--- src/logic/ahbApbParams.svh ---
// region codes for the three APB peripheral windows
// AHB transfer-type codes that mark an active transfer

`ifndef AHB_APB_PARAMS_SVH
`define AHB_APB_PARAMS_SVH

// top address byte of each peripheral region
`define REGION0_BASE 8'h80
`define REGION1_BASE 8'h84
`define REGION2_BASE 8'h88

// IDLE and BUSY are ignored by the bridge
`define HTRANS_NONSEQ 2'b10
`define HTRANS_SEQ 2'b11

`endif

--- src/logic/ahbApbPkg.sv ---
// types shared by the bridge stages
// address union, AHB stage bundle and APB controller state encoding

package ahbApbPkg;

	typedef struct packed {
		logic [7:0] region;  // top byte selects the peripheral
		logic [23:0] offset;
	} addrFieldsT;

	typedef union packed {
		logic [31:0] word;
		addrFieldsT fields;
	} apbAddrT;

	typedef struct packed {
		logic valid;  // accepted transfer aimed at a known region
		logic write;
		logic writeReg;  // Hwrite of the last accepted address phase
		apbAddrT addr;
		apbAddrT addr1;
		apbAddrT addr2;
		logic [31:0] wdata;
		logic [2:0] sel;
	} ahbStageT;

	typedef enum logic [2:0] {
		stIdle = 3'b000,
		stWwait = 3'b001,
		stRead = 3'b010,
		stWrite = 3'b011,
		stWritep = 3'b100,
		stRenable = 3'b101,
		stWenable = 3'b110,
		stWenablep = 3'b111
	} apbStateT;

endpackage

--- src/logic/ahbApbBridge.sv ---
// top level of the AHB-to-APB bridge
// AHB slave stage feeding the APB control FSM, read data returned unregistered

`timescale 1ns/1ps

`include "ahbApbParams.svh"

module ahbApbBridge (
	input logic Hclk,
	input logic Hresetn,
	input logic Hsel,
	input logic [1:0] Htrans,
	input logic Hwrite,
	input logic [31:0] Haddr,
	input logic [31:0] Hwdata,
	input logic [31:0] Prdata,
	output logic Hreadyout,
	output logic [31:0] Hrdata,
	output logic Hresp,
	output logic [31:0] Paddr,
	output logic [31:0] Pwdata,
	output logic Pwrite,
	output logic Penable,
	output logic [2:0] Pselx
);

	ahbApbPkg::ahbStageT stage;
	ahbApbPkg::apbAddrT paddrView;

	// only slave on the bus, so its own ready closes the loop
	ahbSlaveStage ahbSide (
		.Hclk(Hclk),
		.Hresetn(Hresetn),
		.Hsel(Hsel),
		.Htrans(Htrans),
		.Hwrite(Hwrite),
		.Hreadyin(Hreadyout),
		.Haddr(Haddr),
		.Hwdata(Hwdata),
		.stage(stage)
	);

	apbControlStage apbSide (
		.Hclk(Hclk),
		.Hresetn(Hresetn),
		.stage(stage),
		.Pwrite(Pwrite),
		.Penable(Penable),
		.Hreadyout(Hreadyout),
		.Pselx(Pselx),
		.Paddr(Paddr),
		.Pwdata(Pwdata)
	);

	assign Hrdata = Prdata;
	assign Hresp = 1'b0;  // always OKAY
	assign paddrView = Paddr;

	// the select has to match the region of the address it travels with
	selMatchesRegion: assert property (@(posedge Hclk) disable iff (!Hresetn)
		(Pselx != 3'b000) |->
		((Pselx[0] && (paddrView.fields.region == `REGION0_BASE))
		|| (Pselx[1] && (paddrView.fields.region == `REGION1_BASE))
		|| (Pselx[2] && (paddrView.fields.region == `REGION2_BASE))));

endmodule

--- src/logic/ahbSlaveStage.sv ---
// AHB-facing stage of the bridge
// qualifies the address phase, decodes the region and keeps the delayed address copies

`timescale 1ns/1ps

`include "ahbApbParams.svh"

module ahbSlaveStage (
	input logic Hclk,
	input logic Hresetn,
	input logic Hsel,
	input logic [1:0] Htrans,
	input logic Hwrite,
	input logic Hreadyin,
	input logic [31:0] Haddr,
	input logic [31:0] Hwdata,
	output ahbApbPkg::ahbStageT stage
);

	ahbApbPkg::apbAddrT liveAddr;
	ahbApbPkg::apbAddrT addr1;
	ahbApbPkg::apbAddrT addr2;
	logic writeReg;
	logic active;
	logic [2:0] sel;

	assign liveAddr = Haddr;
	assign active = (Htrans == `HTRANS_NONSEQ) || (Htrans == `HTRANS_SEQ);

	always_comb
	begin
		case (liveAddr.fields.region)
			`REGION0_BASE: sel = 3'b001;
			`REGION1_BASE: sel = 3'b010;
			`REGION2_BASE: sel = 3'b100;
			default: sel = 3'b000;  // outside every window
		endcase
	end

	// addr1 holds the last accepted address while the master is stalled
	always_ff @(posedge Hclk)
	begin
		if (Hreadyin)
			addr1 <= liveAddr;
		addr2 <= addr1;  // trails addr1 by one clock for the back-to-back setup
	end

	always_ff @(posedge Hclk)
	begin
		if (!Hresetn)
			writeReg <= 1'b0;
		else if (Hreadyin)
			writeReg <= Hwrite;
	end

	always_comb
	begin
		stage.valid = Hsel && Hreadyin && active && (sel != 3'b000);
		stage.write = Hwrite;
		stage.writeReg = writeReg;
		stage.addr = liveAddr;
		stage.addr1 = addr1;
		stage.addr2 = addr2;
		stage.wdata = Hwdata;
		stage.sel = sel;
	end

	selOneHot: assert property (@(posedge Hclk) disable iff (!Hresetn)
		$onehot0(stage.sel));

endmodule

--- src/logic/apbControlStage.sv ---
// APB sequencing FSM of the bridge
// drives the APB setup and enable phases and stalls the AHB master through Hreadyout

`timescale 1ns/1ps

module apbControlStage (
	input logic Hclk,
	input logic Hresetn,
	input ahbApbPkg::ahbStageT stage,
	output logic Pwrite,
	output logic Penable,
	output logic Hreadyout,
	output logic [2:0] Pselx,
	output logic [31:0] Paddr,
	output logic [31:0] Pwdata
);

	ahbApbPkg::apbStateT state;
	ahbApbPkg::apbStateT nextState;
	logic [2:0] pendSel;
	logic pwriteNext;
	logic penableNext;
	logic hreadyNext;
	logic [2:0] pselNext;
	logic [31:0] paddrNext;
	logic [31:0] pwdataNext;

	always_ff @(posedge Hclk)
	begin
		if (!Hresetn)
			state <= ahbApbPkg::stIdle;
		else
			state <= nextState;
	end

	// select of the most recently accepted transfer, used when its setup comes later
	always_ff @(posedge Hclk)
	begin
		if (stage.valid)
			pendSel <= stage.sel;
	end

	always_comb
	begin
		case (state)
			ahbApbPkg::stIdle, ahbApbPkg::stRenable, ahbApbPkg::stWenable:
			begin
				if (!stage.valid)
					nextState = ahbApbPkg::stIdle;
				else if (stage.write)
					nextState = ahbApbPkg::stWwait;
				else
					nextState = ahbApbPkg::stRead;
			end
			ahbApbPkg::stWwait:
			begin
				if (stage.valid)
					nextState = ahbApbPkg::stWritep;
				else
					nextState = ahbApbPkg::stWrite;
			end
			ahbApbPkg::stRead:
				nextState = ahbApbPkg::stRenable;
			ahbApbPkg::stWrite:
			begin
				if (stage.valid)
					nextState = ahbApbPkg::stWenablep;
				else
					nextState = ahbApbPkg::stWenable;
			end
			ahbApbPkg::stWritep:
				nextState = ahbApbPkg::stWenablep;
			ahbApbPkg::stWenablep:
			begin
				if (!stage.writeReg)
					nextState = ahbApbPkg::stRead;
				else if (stage.valid)
					nextState = ahbApbPkg::stWritep;
				else
					nextState = ahbApbPkg::stWrite;
			end
			default:
				nextState = ahbApbPkg::stIdle;
		endcase
	end

	always_comb
	begin
		pwriteNext = Pwrite;
		paddrNext = Paddr;
		pwdataNext = Pwdata;
		pselNext = 3'b000;
		penableNext = 1'b0;
		hreadyNext = 1'b1;
		case (state)
			ahbApbPkg::stIdle, ahbApbPkg::stRenable, ahbApbPkg::stWenable:
			begin
				if (stage.valid && !stage.write)
				begin
					paddrNext = stage.addr.word;  // reads go straight to setup
					pwriteNext = 1'b0;
					pselNext = stage.sel;
					hreadyNext = 1'b0;
				end
			end
			ahbApbPkg::stWwait:
			begin
				paddrNext = stage.addr1.word;
				pwriteNext = 1'b1;
				pselNext = pendSel;
				pwdataNext = stage.wdata;  // write data phase completes this cycle
				hreadyNext = 1'b0;
			end
			ahbApbPkg::stRead, ahbApbPkg::stWrite:
			begin
				pselNext = Pselx;
				penableNext = 1'b1;
			end
			ahbApbPkg::stWritep:
			begin
				pselNext = Pselx;
				penableNext = 1'b1;
				hreadyNext = stage.writeReg;  // a pending read keeps the master waiting for its data
			end
			ahbApbPkg::stWenablep:
			begin
				paddrNext = stage.addr2.word;
				pwriteNext = stage.writeReg;
				pselNext = pendSel;
				hreadyNext = 1'b0;
				if (stage.writeReg)
					pwdataNext = stage.wdata;
			end
			default:
			begin
				pselNext = 3'b000;
			end
		endcase
	end

	always_ff @(posedge Hclk)
	begin
		if (!Hresetn)
		begin
			Pwrite <= 1'b0;
			Penable <= 1'b0;
			Pselx <= 3'b000;
			Paddr <= 32'h0;
			Pwdata <= 32'h0;
			Hreadyout <= 1'b0;
		end
		else
		begin
			Pwrite <= pwriteNext;
			Penable <= penableNext;
			Pselx <= pselNext;
			Paddr <= paddrNext;
			Pwdata <= pwdataNext;
			Hreadyout <= hreadyNext;
		end
	end

	enableAfterSetup: assert property (@(posedge Hclk) disable iff (!Hresetn)
		Penable |-> ($past(Pselx) != 3'b000));

	selxOneHot: assert property (@(posedge Hclk) disable iff (!Hresetn)
		$onehot0(Pselx));

	readThenEnable: assert property (@(posedge Hclk) disable iff (!Hresetn)
		(state == ahbApbPkg::stRead) |=> ((state == ahbApbPkg::stRenable) && Penable
		&& !Pwrite && Hreadyout));

endmodule

--- config.mk ---
export PLATFORM = sky130hd
export DESIGN_NAME = ahbApbBridge
export DESIGN_NICKNAME = d
export VERILOG_FILES = /design/src/logic/ahbApbPkg.sv /design/src/logic/ahbApbBridge.sv /design/src/logic/ahbSlaveStage.sv /design/src/logic/apbControlStage.sv
export VERILOG_INCLUDE_DIRS = /design/src /design/src/logic
export SDC_FILE = /design/constraint.sdc
export NUM_CORES = 1
export LEC_CHECK = 0
export BUFFER_PORTS_ARGS = -buffer_cell sky130_fd_sc_hd__buf_2
export CORE_MARGIN = 8
export CORE_UTILIZATION = 51
export DETAILED_ROUTE_END_ITERATION = 6
export PLACE_DENSITY = 0.81
export SLEW_MARGIN = 20
export SYNTH_ARGS = -nofsm -noshare
export SYNTH_HDL_FRONTEND = slang
export SYNTH_HIERARCHICAL = 1
export SYNTH_SLANG_ARGS = --single-unit
--- constraint.sdc ---
create_clock -name Hclk -period 3.15 [get_ports Hclk]
set_clock_uncertainty 0.05 [all_clocks]
set_input_delay 0.63 -clock Hclk [delete_from_list [all_inputs] [get_ports Hclk]]
set_output_delay 0.63 -clock Hclk [all_outputs]
set_load 0.05 [all_outputs]
== Yosys cells after proc, flatten, opt, wreduce, memory -nomap -nowiden ==
Cells that the tools add are included.
W data, S select, Z words.

* Output and inout bits: 103
* Register bits after elaboration: 141

* Multiplexer cells: 18
* Reduce and logical (&&, ||, !) cells: 15
* Eq/ne operators: 14

{| class="wikitable"
|+ Operators with widths
! cell !! count
|-
| $pmux W32 S3 || 1
|-
| $mux W32 || 2
|-
| $pmux W32 S2 || 1
|-
| $eq A8 B8 Y1 const B || 3
|-
| $pmux W3 S6 || 1
|-
| $eq A3 B3 Y1 const B || 4
|-
| $mux W3 || 4
|-
| $pmux W3 S3 || 1
|-
| $eq A3 B2 Y1 const B || 2
|-
| $pmux W1 S3 || 2
|-
| $pmux W3 S2 || 1
|-
| $reduce_bool A3 Y1 || 2
|-
| $reduce_or A3 Y1 || 2
|-
| $eq A2 B2 Y1 const B || 2
|-
| $logic_and A1 B1 Y1 || 4
|-
| $mux W1 || 4
|-
| $reduce_and A2 Y1 || 2
|-
| $eq A3 B1 Y1 const B || 1
|-
| $logic_not A3 Y1 || 1
|-
| $mux W2 || 1
|-
| $ne A2 B1 Y1 const B || 1
|-
| $ne A2 B2 Y1 const B || 1
|-
| $reduce_bool A2 Y1 || 1
|-
| $reduce_or A2 Y1 || 1
|-
| 2 further kinds || 2
|}

== Longest topological paths before layout ==
Gate-level depths: netlist of the first run.

* Depth after elaboration: 7
* Mapped depth: 9
* Mapped depth without buffers: 7

== Modules after synthesis ==
The synthesis of the first run kept the hierarchy.

{| class="wikitable"
|+ By module, submodules not included
! module !! instances !! seq. area each (sq um) !! area an instance (sq um) !! cells an instance
|-
| apbControlStage || 1 || 1551.5 || 3736.1 || 466
|-
| ahbSlaveStage || 1 || 1621.6 || 2205.9 || 141
|-
| ahbApbBridge || 1 || 0.0 || 251.5 || 34
|}

== Least setup slack after synthesis of the first run ==
No wires, ideal clock.

* Path kind: flip-flop to flip-flop
* Start: reg apbSide.Hreadyout
* End: reg apbSide.Paddr[0]
* Path buffers: 2
* Slack: 0.034 ns
* Arrival: 2.949 ns
* Stages on the path, launching flop included: 9
* Setup time: 0.117 ns
* Clock period less this slack: 3.116 ns
* Required time: 2.983 ns
* Path through: dfxtp_1 -> nand3_1 -> a211oi_2 -> and2b_1 -> buf_6 -> o21ai_2 -> o21a_1 -> buf_6 -> a32o_1

{| class="wikitable"
|+ RTL lines
! item !! line !! text
|-
| start, declared || apbControlStage.sv:12 || <nowiki>output logic Hreadyout,</nowiki>
|-
| start signal, assigned || apbControlStage.sv:159 || <nowiki>Hreadyout <= hreadyNext;</nowiki>
|-
| end signal, assigned || apbControlStage.sv:157 || <nowiki>Paddr <= paddrNext;</nowiki>
|-
| end, declared || apbControlStage.sv:14 || <nowiki>output logic [31:0] Paddr,</nowiki>
|}

==> metrics.md, run 1 <==
| Metric | Value |
|---|---|
| Total power | 7340 uW |
| Synth cell types | 40 |
| CP Launch Point | Haddr[30] |
| ANT cells | 0 |
| CTS Hold Bufs | 0 |
| CTS tree | built |
| WS Path Type | in2reg |
| Setup Fix Bufs, Post-CTS | 0 |
| Routability cong. | 0.759 |
| Post_cts resized | 0 |
| H-tree levels | 4 |
| Post-DP HPWL | 10.0 mm |
| RSZ-0062 raised after global routing | false |
| Total CTS buffers | 17 |
| CP required | 3.41 ns |
| Routed metal-1 wirelength | 6.07 mm |
| Largest net degree at the start of global routing | 76 |
| Area leader, netlist | dfxtp_1 |
| Worst Path Arrival | 2.73 ns |
| Clk root buf | clkbuf_16 |
| Via count | 4738 |
| Starting Density | 52.0% |
| TNS Setup | 0 ns |
| Quantity of I/O buffers inserted on ports | 138 |
| Core Area | 11900 sq um |
| Share of layout cells above drive strength 1 | 29.0% |
| Worst skew pair latency | 0.42 ns |
| Most frequent cell after synthesis | dfxtp_1 |
| Area delta synth->final | 10.3% |
| Leakage | 0.00276 uW |
| # setup viols final | 0 |
| Worst-margin pin slew | 0.802 ns |
| DIE HEIGHT | 126 um |
| Syn Inst Count | 641 |
| GRT overflow | 0 |
| First-pass GRT wire length | 24.7 mm |
| Minimum clock period | 2.47 ns |
| Starting DRT DRC Count | 317 |
| TritonCTS Sinks | 141 |
| Synth warn | 6 |
| Beginning of the worst hold path | ahbSide/addr1[21] |
| Final-stage net count | 769 |
| Vias in the first global route | 4866 |
| Area fraction of the dominant cell type after synthesis | 34.3% |
| Critical path launch point type | primary input |
| IO Count | 205 |
| DR WL met3 | 1.31 mm |
| # DRC | 0 |
| Post-synth EDFFs | 35 |
| Die area | 15900 sq um |
| Syn_nets | 743 |
| Routed WL | 15.5 mm |
| Clk pin slew, worst setup/hold paths | 0.06 ns |
| WL per Instance | 18.7 um |
| Reg2reg start | apbSide/state[1] |
| Worst VDD drop | 0.526 mV |
| Cells after DPL | 795 |
| Post-synthesis sequential area ratio | 51.2% |
| Die Span X | 126 um |
| HP Class | reg2reg |
| Top Layer Used | met5 |
| Power Density | 1080 nW/um^2 |
| Rel. slew slack | 46.5% |
| Final Hold Vio Count | 0 |
| Mapped Avg Cell Area | 9.66 sq um |
| Synth top area cells | dfxtp_1 (34%), edfxtp_1 (17%), buf_4 (12%), nand2_1 (6.1%), a32o_1 (5.2%) |
| Async set-reset flop share out of synthesis | 0% |
| FF+latch count, synth | 141 |
| Max Root-Sink Buffers | 2 |
| Outcome | finished clean |
| Most used DFF post-synth | dfxtp_1 |
| 1st-pass router iterations | 6 |
| Total GRT Usage | 19.2% |
| Synth Cell Area | 6190 sq um |
| Synth top cells by count | dfxtp_1 (106), buf_4 (101), nand2_1 (100) |
| Row count | 40 |
| MaxCap Viol Count | 0 |
| Fin worst setup slack | 0.679 ns |
| Met2 wire len | 7.73 mm |
| Largest fanout on the critical path | 32 |
| Final ANT Viol Nets | 0 |
| Final non-filler cell total | 827 |
| Maximum clock frequency | 405 MHz |
| Period utilisation layout | 78.4% |
| Crit. End Element | flop |
| Finished Core Util | 57.4% |
| Vias/cell | 5.73 |
| Antenna violations before repair | 1 |
| Final Max Tran Viols | 0 |
| Pre-CTS setup slack | 0.265 ns |
-- worst paths after layout --
kind,endpoint,slack [ns],cells past startpoint
setup / recovery,apbSide/Paddr[29],0.68,9
hold / removal,ahbSide/addr2[21],0.32,0
setup reg to reg,apbSide/Paddr[29],0.86,6
hold reg to reg,ahbSide/addr2[21],0.32,0
-- sequential cells by signal, indices dropped and copies added, names as in the netlist --
register / flops
apbSide/Pselx: 3
apbSide/Hreadyout: 1
ahbSide/addr2: 32
ahbSide/writeReg: 1
apbSide/Pwdata: 32
apbSide/pendSel: 3
apbSide/Pwrite: 1
apbSide/Penable: 1
ahbSide/addr1: 32
apbSide/Paddr: 32
apbSide/state: 3
-- worst max-delay path: stages --
cell      delay [ns]
buf_2           0.13
nor4b_2         0.30
nand2_2         0.16
a211oi_2        0.26
and2b_1         0.38
o21ai_2         0.14
o21a_1          0.20
buf_4           0.26
a32o_1          0.27
-- report_power, final --
part / switching [uW] / total (uW) / internal (uW)
Combinational: 1970 / 2660 / 691
Sequential: 253 / 2570 / 2320
Clock: 782 / 2110 / 1330
-- metrics by stage --
stage                     hold WS, ns  area [sq um]
final                           0.317          6830
after global routing            0.326          6830
after CTS                       0.319          6830
after global placement          0.302          6190
after detailed placement        0.310          6190
after floorplan                 0.299          6190
-- routing by layer --
| layer | global-route usage (%) | vias up |
|---|---|---|
| met3 | 7.05 | 33 |
| met2 | 32.7 | 217 |
| li1 | - | 2207 |
| met5 | 0 | - |
| met4 | 8.92 | 2 |
| met1 | 21.0 | 2279 |
-- layout make-up --
class	count	area, sq um
Clock buffer	21	514
Clock inverter	11	124
Fill cell	1049	5080
Inverter	2	7.51
Multi-Input combinational cell	353	2020
Sequential cell	141	3180
Tap cell	147	184
Timing Repair Buffer	152	808
-- cell usage in the layout, fill, tap and decap left out, drive strengths merged, types with 3 or more instances in the layout --
cell type / count
buf: 152
dfxtp: 106
nand2: 101
edfxtp: 35
a21boi: 35
nor2: 34
nor3: 34
a21oi: 34
o22ai: 32
a32o: 32
clkbuf: 21
o21ai: 12
nand3: 7
nor2b: 5
inv: 5
nand4: 4
a211oi: 4
clkinv: 4
nand2b: 3
a31oi: 3
nor3b: 3
-- cell families (layout without fill, tap and decap cells) --
| kind of cell | Yosys count | after routing | synth area share, % |
|---|---|---|---|
| xor gates and xnor gates | 2 | 2 | 0.283 |
| AOI/OAI and AO/OA | 156 | 156 | 18.2 |
| buffers and inverters | 147 | 186 | 16.2 |
| other | 1 | 1 | 0.0605 |
| and+or+nand+nor | 193 | 193 | 13.9 |
| DFF | 141 | 141 | 51.2 |
| muxes | 1 | 1 | 0.162 |
No activity file was read; power rests on OpenSTA's default activity.
==> run 2: changes to the inputs <==
CORE_UTILIZATION = 46   (was 51)
PLACE_DENSITY = 0.77   (was 0.81)
clock period = 2.2 ns   (was 3.15 ns; I/O delays follow)
==> run 2 against run 1 <==
Compared with the run above: clock-buffer cell count increased by 4; total power increased by 40%; hold slack got worse by 0.14 ns; flip-flop and latch count unchanged; clock power increased by 28%; sequential power increased by 44%; register-to-register slack got worse by 0.60 ns; non-clock buffer count increased by 8; via count increased by 0.11%; core utilization decreased by 4.9 points; final cell count increased by 4.5%; routed wire length decreased by 1.3%.
==> metrics.md, run 2 (same netlist as run 1, synthesis figures left out) <==
| Metric | Value |
|---|---|
| # DRC | 0 (unchanged) |
| Int Power | 6050 uW (was 4340 uW) |
| Switching Share | 41.1% (was 40.9%) |
| Sw Pwr | 4230 uW (was 3000 uW) |
| HP Class | in2reg (was reg2reg) |
| IO Count | 205 (unchanged) |
| Total CTS buffers | 17 (unchanged) |
| Clk pwr share | 26.3% (was 28.8%) |
| H-tree levels | 4 (unchanged) |
| Die Span X | 132 um (was 126 um) |
| Commonest cells after routing, fill and taps aside | buf_2 (138), dfxtp_1 (102), nand2_1 (100), edfxtp_1 (35) (was buf_2 (138), dfxtp_1 (103), nand2_1 (100), edfxtp_1 (35)) |
| Top Layer Used | met4 (was met5) |
| WL per Instance | 17.7 um (was 18.7 um) |
| Routed metal-1 wirelength | 6.56 mm (was 6.07 mm) |
| Leakage | 0.00279 uW (was 0.00276 uW) |
| Vias/cell | 5.49 (was 5.73) |
| CTS tree | built (unchanged) |
| # setup viols final | 0 (unchanged) |
| DIE HEIGHT | 132 um (was 126 um) |
| Core Area | 13200 sq um (was 11900 sq um) |
| Worst skew pair latency | 0.42 ns (about the same) |
| Critical path's slowest cell | buf_4 (was and2b_1) |
| CTS Hold Bufs | 0 (unchanged) |
| Largest net degree at the start of global routing | 71 (was 76) |
| Clk pin slew, worst setup/hold paths | 0.06 ns (about the same) |
| MaxCap Viol Count | 0 (unchanged) |
| Final Cell Area | 6920 sq um (was 6830 sq um) |
| Reg-to-Reg End | apbSide/Paddr[19] (was apbSide/Paddr[29]) |
| Reg2reg start | apbSide/state[2] (was apbSide/state[1]) |
| Worst-margin pin slew | 0.738 ns (was 0.802 ns) |
| Flop pwr share | 35.9% (was 35.0%) |
| Hold Path Sink | ahbSide/addr1[0] (was ahbSide/addr2[21]) |
| DR WL met3 | 1.41 mm (was 1.31 mm) |
| Routability cong. | 0.785 (was 0.759) |
| Minimum clock period | 2.08 ns |
| Final non-filler cell total | 864 (was 827) |
| Pre-CTS setup slack | -0.117 ns (was 0.265 ns) |
| GRT overflow | 0 (unchanged) |
| Dpl cell area | 6360 sq um (was 6190 sq um) |
| Logic pwr share | 37.8% (was 36.2%) |
| Row count | 42 (was 40) |
| Met2 wire len | 6.91 mm (was 7.73 mm) |
| Rel. slew slack | 50.8% (was 46.5%) |
| Starting DRT DRC Count | 311 (was 317) |
| Max Root-Sink Buffers | 2 (unchanged) |
| Period utilisation layout | 94.7% |
| Power Density | 1490 nW/um^2 (was 1080 nW/um^2) |
| Outcome | finished clean (unchanged) |
| 1st-pass router iterations | 5 (was 6) |
| Post-DP HPWL | 10.2 mm (was 10.0 mm) |
| Vias in the first global route | 4842 (was 4866) |
| R2R Setup Slk | 0.26 ns (was 0.86 ns) |
| Via count | 4743 (was 4738) |
| Clk root buf | clkbuf_16 (unchanged) |
| Hold path depth | 1 (was 0) |
| Die area | 17400 sq um (was 15900 sq um) |
| Maximum clock frequency | 480 MHz |
| Area delta synth->final | 11.7% (was 10.3%) |
| CP required | 1.71 ns (was 3.41 ns) |
| Quantity of I/O buffers inserted on ports | 138 (unchanged) |
| Share of layout cells above drive strength 1 | 29.5% (was 29.0%) |
| Most common cell after layout, fill and taps aside | buf_2 (unchanged) |
| Final ANT Viol Nets | 0 (unchanged) |
| Crit. End Element | output port (was flop) |
| Routed WL | 15.3 mm (was 15.5 mm) |
| Post_cts resized | 0 (unchanged) |
| Worst VDD drop | 0.649 mV (was 0.526 mV) |
| Final Hold Vio Count | 0 (unchanged) |
| Cells after DPL | 832 (was 795) |
| Setup Fix Bufs, Post-CTS | 0 (unchanged) |
| Largest fanout on the critical path | 34 (was 32) |
| Critical path launch point type | flop (was primary input) |
| Worst Path Arrival | 1.59 ns (was 2.73 ns) |
| First-pass GRT wire length | 24.4 mm (was 24.7 mm) |
| Total GRT Usage | 17.1% (was 19.2%) |
| Antenna violations before repair | 0 (was 1) |
| Starting Density | 47.0% (was 52.0%) |
| WS Path Type | reg2out (was in2reg) |
| ANT cells | 0 (unchanged) |
| RSZ-0062 raised after global routing | false (unchanged) |
| Beginning of the worst hold path | Haddr[0] (was ahbSide/addr1[21]) |
| TritonCTS Sinks | 141 (unchanged) |
| CP Cell Sequence | buf_4 > buf_2 (was buf_2 > nor4b_2 > nand2_2 > a211oi_2 > and2b_1 > o21ai_2 > o21a_1 > buf_4 > a32o_1) |
| Final-stage net count | 777 (was 769) |
| Critical path's largest stage delay | 0.44 ns (was 0.38 ns) |
| Fin worst setup slack | 0.117 ns (was 0.679 ns) |
| Worst reg2reg path depth | 6 (unchanged) |
| Final Max Tran Viols | 0 (unchanged) |
==> run 2: cell types whose count changed in the layout (fill, tap and decap cells not counted), moves of 2 or more <==
cell	delta
buf_12	+2
buf_4	+6
clkbuf_1	+5
clkbuf_16	-2
clkinv_1	+2
clkinv_4	-2
inv_4	-2
==> run 2: power by group through the flow <==
| stage | Sequential [uW] | Combinational (uW) | Clock (uW) |
|---|---|---|---|
| floorplan | 4760 | 2090 | 0 |
| global placement | 3700 | 3790 | 0 |
| detailed placement | 3740 | 3880 | 0 |
| CTS | 3690 | 3890 | 2750 |
| global route | 3770 | 4170 | 2850 |
| finish | 3700 | 3890 | 2700 |
==> run 2: worst max-delay path, delay by kind of cell, from the launching register on <==
| family | cells | cell delay (ns) |
|---|---|---|
| buffers and inverters | 2 | 0.80 |
| DFF | 1 | 0.35 |
==> run 2: how the worst max path moves through the flow <==
stage / end / from
global placement: apbSide/Paddr[7] / Haddr[30]
detailed placement: apbSide/Paddr[22] / Haddr[30]
CTS: Hreadyout / apbSide/Hreadyout
finish: Hreadyout / apbSide/Hreadyout
floorplan: apbSide/Paddr[0] / Haddr[30]
global route: Hreadyout / apbSide/Hreadyout
==> run 2: through the flow <==
stage	hold WS [ns]	util [%]	TNS, ns	power (uW)
after floorplan	0.299	-	-1.50	6850
after global placement	0.302	48.2	-2.09	7500
after detailed placement	0.307	48.2	-3.44	7620
after CTS	0.161	52.4	0	10300
after global routing	0.169	52.4	0	10800
final	0.178	52.4	0	10300
==> run 2: cell type report <==
cell class / count / area (sq um)
Fill cell: 1210 / 6270
Tap cell: 176 / 220
Clock inverter: 7 / 60.1
Sequential cell: 141 / 3180
Clock buffer: 25 / 497
Inverter: 2 / 7.51
Multi-Input combinational cell: 353 / 2060
Timing Repair Buffer: 160 / 893
==> run 2: routing by layer <==
| layer | up-vias | global-route usage, % |
|---|---|---|
| met4 | 0 | 9.06 |
| met1 | 2245 | 19.8 |
| met3 | 41 | 6.75 |
| met5 | - | 0 |
| li1 | 2223 | - |
| met2 | 234 | 26.9 |
==> run 3: changes to the inputs <==
PLACE_DENSITY = 0.88   (was 0.77)
==> run 3 against run 2 <==
Compared with the run above: maximum frequency decreased by 0.56%; core utilization is 0.91 points higher; routed wire length decreased by 1.8%; sequential power about the same; critical path depth did not move; register-to-register slack gained 0.05 ns; via count fell by 0.27%; global-route usage is essentially flat; die area unchanged; critical path type unchanged; critical endpoint unchanged; largest cell class unchanged; highest routed layer unchanged.
==> metrics.md, run 3 (same netlist as run 1, synthesis figures left out) <==
| Metric | Value |
|---|---|
| Outcome | finished clean (unchanged) |
| Fin worst setup slack | 0.105 ns (was 0.117 ns) |
| Final-stage net count | 787 (was 777) |
| CP Launch Point | apbSide/Hreadyout (unchanged) |
| Leakage | 0.00286 uW (was 0.00279 uW) |
| Routed WL | 15.0 mm (was 15.3 mm) |
| Share of layout cells above drive strength 1 | 31.1% (was 29.5%) |
| Fill cells | 1149 (was 1210) |
| CP required | 1.71 ns (about the same) |
| CTS tree | built (unchanged) |
| CTS Hold Bufs | 0 (unchanged) |
| Hold Slack | 0.172 ns (was 0.178 ns) |
| Clk root buf | clkbuf_16 (unchanged) |
| IO Count | 205 (unchanged) |
| Crit. End Element | output port (unchanged) |
| Row count | 42 (unchanged) |
| H-tree levels | 4 (unchanged) |
| First-pass GRT wire length | 24.3 mm (was 24.4 mm) |
| Pre-CTS setup slack | -0.184 ns (was -0.117 ns) |
| R2R Setup Slk | 0.31 ns (was 0.26 ns) |
| Minimum clock period | 2.09 ns (was 2.08 ns) |
| Starting DRT DRC Count | 457 (was 311) |
| Most common cell after layout, fill and taps aside | buf_2 (unchanged) |
| 1st-pass router iterations | 5 (unchanged) |
| Worst skew pair latency | 0.42 ns (about the same) |
| Critical path launch point type | flop (unchanged) |
| Clk pin slew, worst setup/hold paths | 0.06 ns (about the same) |
| WL per Instance | 17.1 um (was 17.7 um) |
| CP endpoint | Hreadyout (unchanged) |
| RSZ-0062 raised after global routing | false (unchanged) |
| Die Span X | 132 um (unchanged) |
| Max Root-Sink Buffers | 2 (unchanged) |
| Setup Fix Bufs, Post-CTS | 0 (unchanged) |
| Final Hold Vio Count | 0 (unchanged) |
| Total GRT Usage | 17.2% (was 17.1%) |
| Finished Core Util | 53.3% (was 52.4%) |
| Worst reg2reg path depth | 7 (was 6) |
| Commonest cells after routing, fill and taps aside | buf_2 (138), dfxtp_1 (102), nand2_1 (100), edfxtp_1 (35) (unchanged) |
| Period utilisation layout | 95.2% (was 94.7%) |
| Post-DP HPWL | 10.0 mm (was 10.2 mm) |
| Final ANT Viol Nets | 0 (unchanged) |
| ANT cells | 0 (unchanged) |
| Worst VDD drop | 0.720 mV (was 0.649 mV) |
| MaxCap Viol Count | 0 (unchanged) |
| GRT overflow | 0 (unchanged) |
| DIE HEIGHT | 132 um (unchanged) |
| Worst-margin pin slew | 0.557 ns (was 0.738 ns) |
| Quantity of I/O buffers inserted on ports | 138 (unchanged) |
| Reg2reg start | apbSide/Hreadyout (was apbSide/state[2]) |
| Starting Density | 47.0% (unchanged) |
| Area delta synth->final | 13.6% (was 11.7%) |
| Largest net degree at the start of global routing | 35 (was 71) |
| Core Area | 13200 sq um (unchanged) |
| Die area | 17400 sq um (unchanged) |
| Largest fanout on the critical path | 34 (unchanged) |
| Rel. slew slack | 62.9% (was 50.8%) |
| TritonCTS Sinks | 141 (unchanged) |
| Worst Path Arrival | 1.60 ns (was 1.59 ns) |
| Final Max Tran Viols | 0 (unchanged) |
| Via count | 4730 (was 4743) |
| Vias/cell | 5.41 (was 5.49) |
| # DRC | 0 (unchanged) |
| Post_cts resized | 0 (unchanged) |
| Routability cong. | 0.790 (was 0.785) |
| WS Path Type | reg2out (unchanged) |
| Vias in the first global route | 4843 (was 4842) |
| HP Class | in2reg (unchanged) |
| # setup viols final | 0 (unchanged) |
| Maximum clock frequency | 477 MHz (was 480 MHz) |
| Reg-to-Reg End | apbSide/Paddr[9] (was apbSide/Paddr[19]) |
| Antenna violations before repair | 0 (unchanged) |
| Power Density | 1490 nW/um^2 (about the same) |
| Total CTS buffers | 17 (unchanged) |
-- run 3: cell types whose count changed in the layout (fill, tap and decap cells not counted), sizes merged --
cell    previous run  this run
clkbuf            25        20
buf              160       170
inv                2         6
bufinv             1         2
-- run 3: per-layer routing --
| metal | GRT usage [%] | part of all wire, % |
|---|---|---|
| met2 | 27.7 | 48 |
| met4 | 7.85 | 2.6 |
| met3 | 6.67 | 9.1 |
| met5 | 0 | 0 |
| met1 | 19.8 | 41 |
-- run 3: how the worst min path moves through the flow --
stage | depth (start not counted) | slack, ns | startpoint | end
3_5_place_dp | 0 | 0.31 | ahbSide/addr1[16] | ahbSide/addr2[16]
2_1_floorplan | 0 | 0.30 | ahbSide/addr1[0] | ahbSide/addr2[0]
3_3_place_gp | 0 | 0.30 | ahbSide/addr1[18] | ahbSide/addr2[18]
5_1_grt | 1 | 0.16 | Haddr[4] | ahbSide/addr1[4]
4_1_cts | 1 | 0.15 | Haddr[4] | ahbSide/addr1[4]
6_report | 1 | 0.17 | Haddr[23] | ahbSide/addr1[23]
-- run 3: area by class of cell --
class | instances | area [sq um] | share of cell area [%]
Multi-Input combinational cell | 353 | 2060 | 29.2
Clock buffer | 20 | 457 | 6.49
Clock inverter | 12 | 134 | 1.90
Inverter | 2 | 7.51 | 0.107
Timing Repair Buffer | 170 | 981 | 13.9
Tap cell | 176 | 220 | 3.13
Sequential cell | 141 | 3180 | 45.2
-- run 3: metrics by stage --
stage               instances  TNS [ns]  instance area (sq um)  total power (uW)
CTS                       874         0                   7040             10600
global placement          842     -3.12                   6450              7610
finish                    874         0                   7040             10500
detailed placement        842     -5.62                   6450              7700
floorplan                 641     -1.50                   6230              6850
global route              874         0                   7040             11000
-- run 3: report_power, final --
part	leakage, uW	switching (uW)	internal, uW
combinational	0.00135	2820	1140
clock	0.000289	1100	1740
sequential	0.00121	385	3330
total	0.00286	4310	6200
-- run 3: worst max-delay path: stages (launching register included) --
cell and delay (ns):
dfxtp_4 0.37, buf_4 0.44, buf_2 0.36
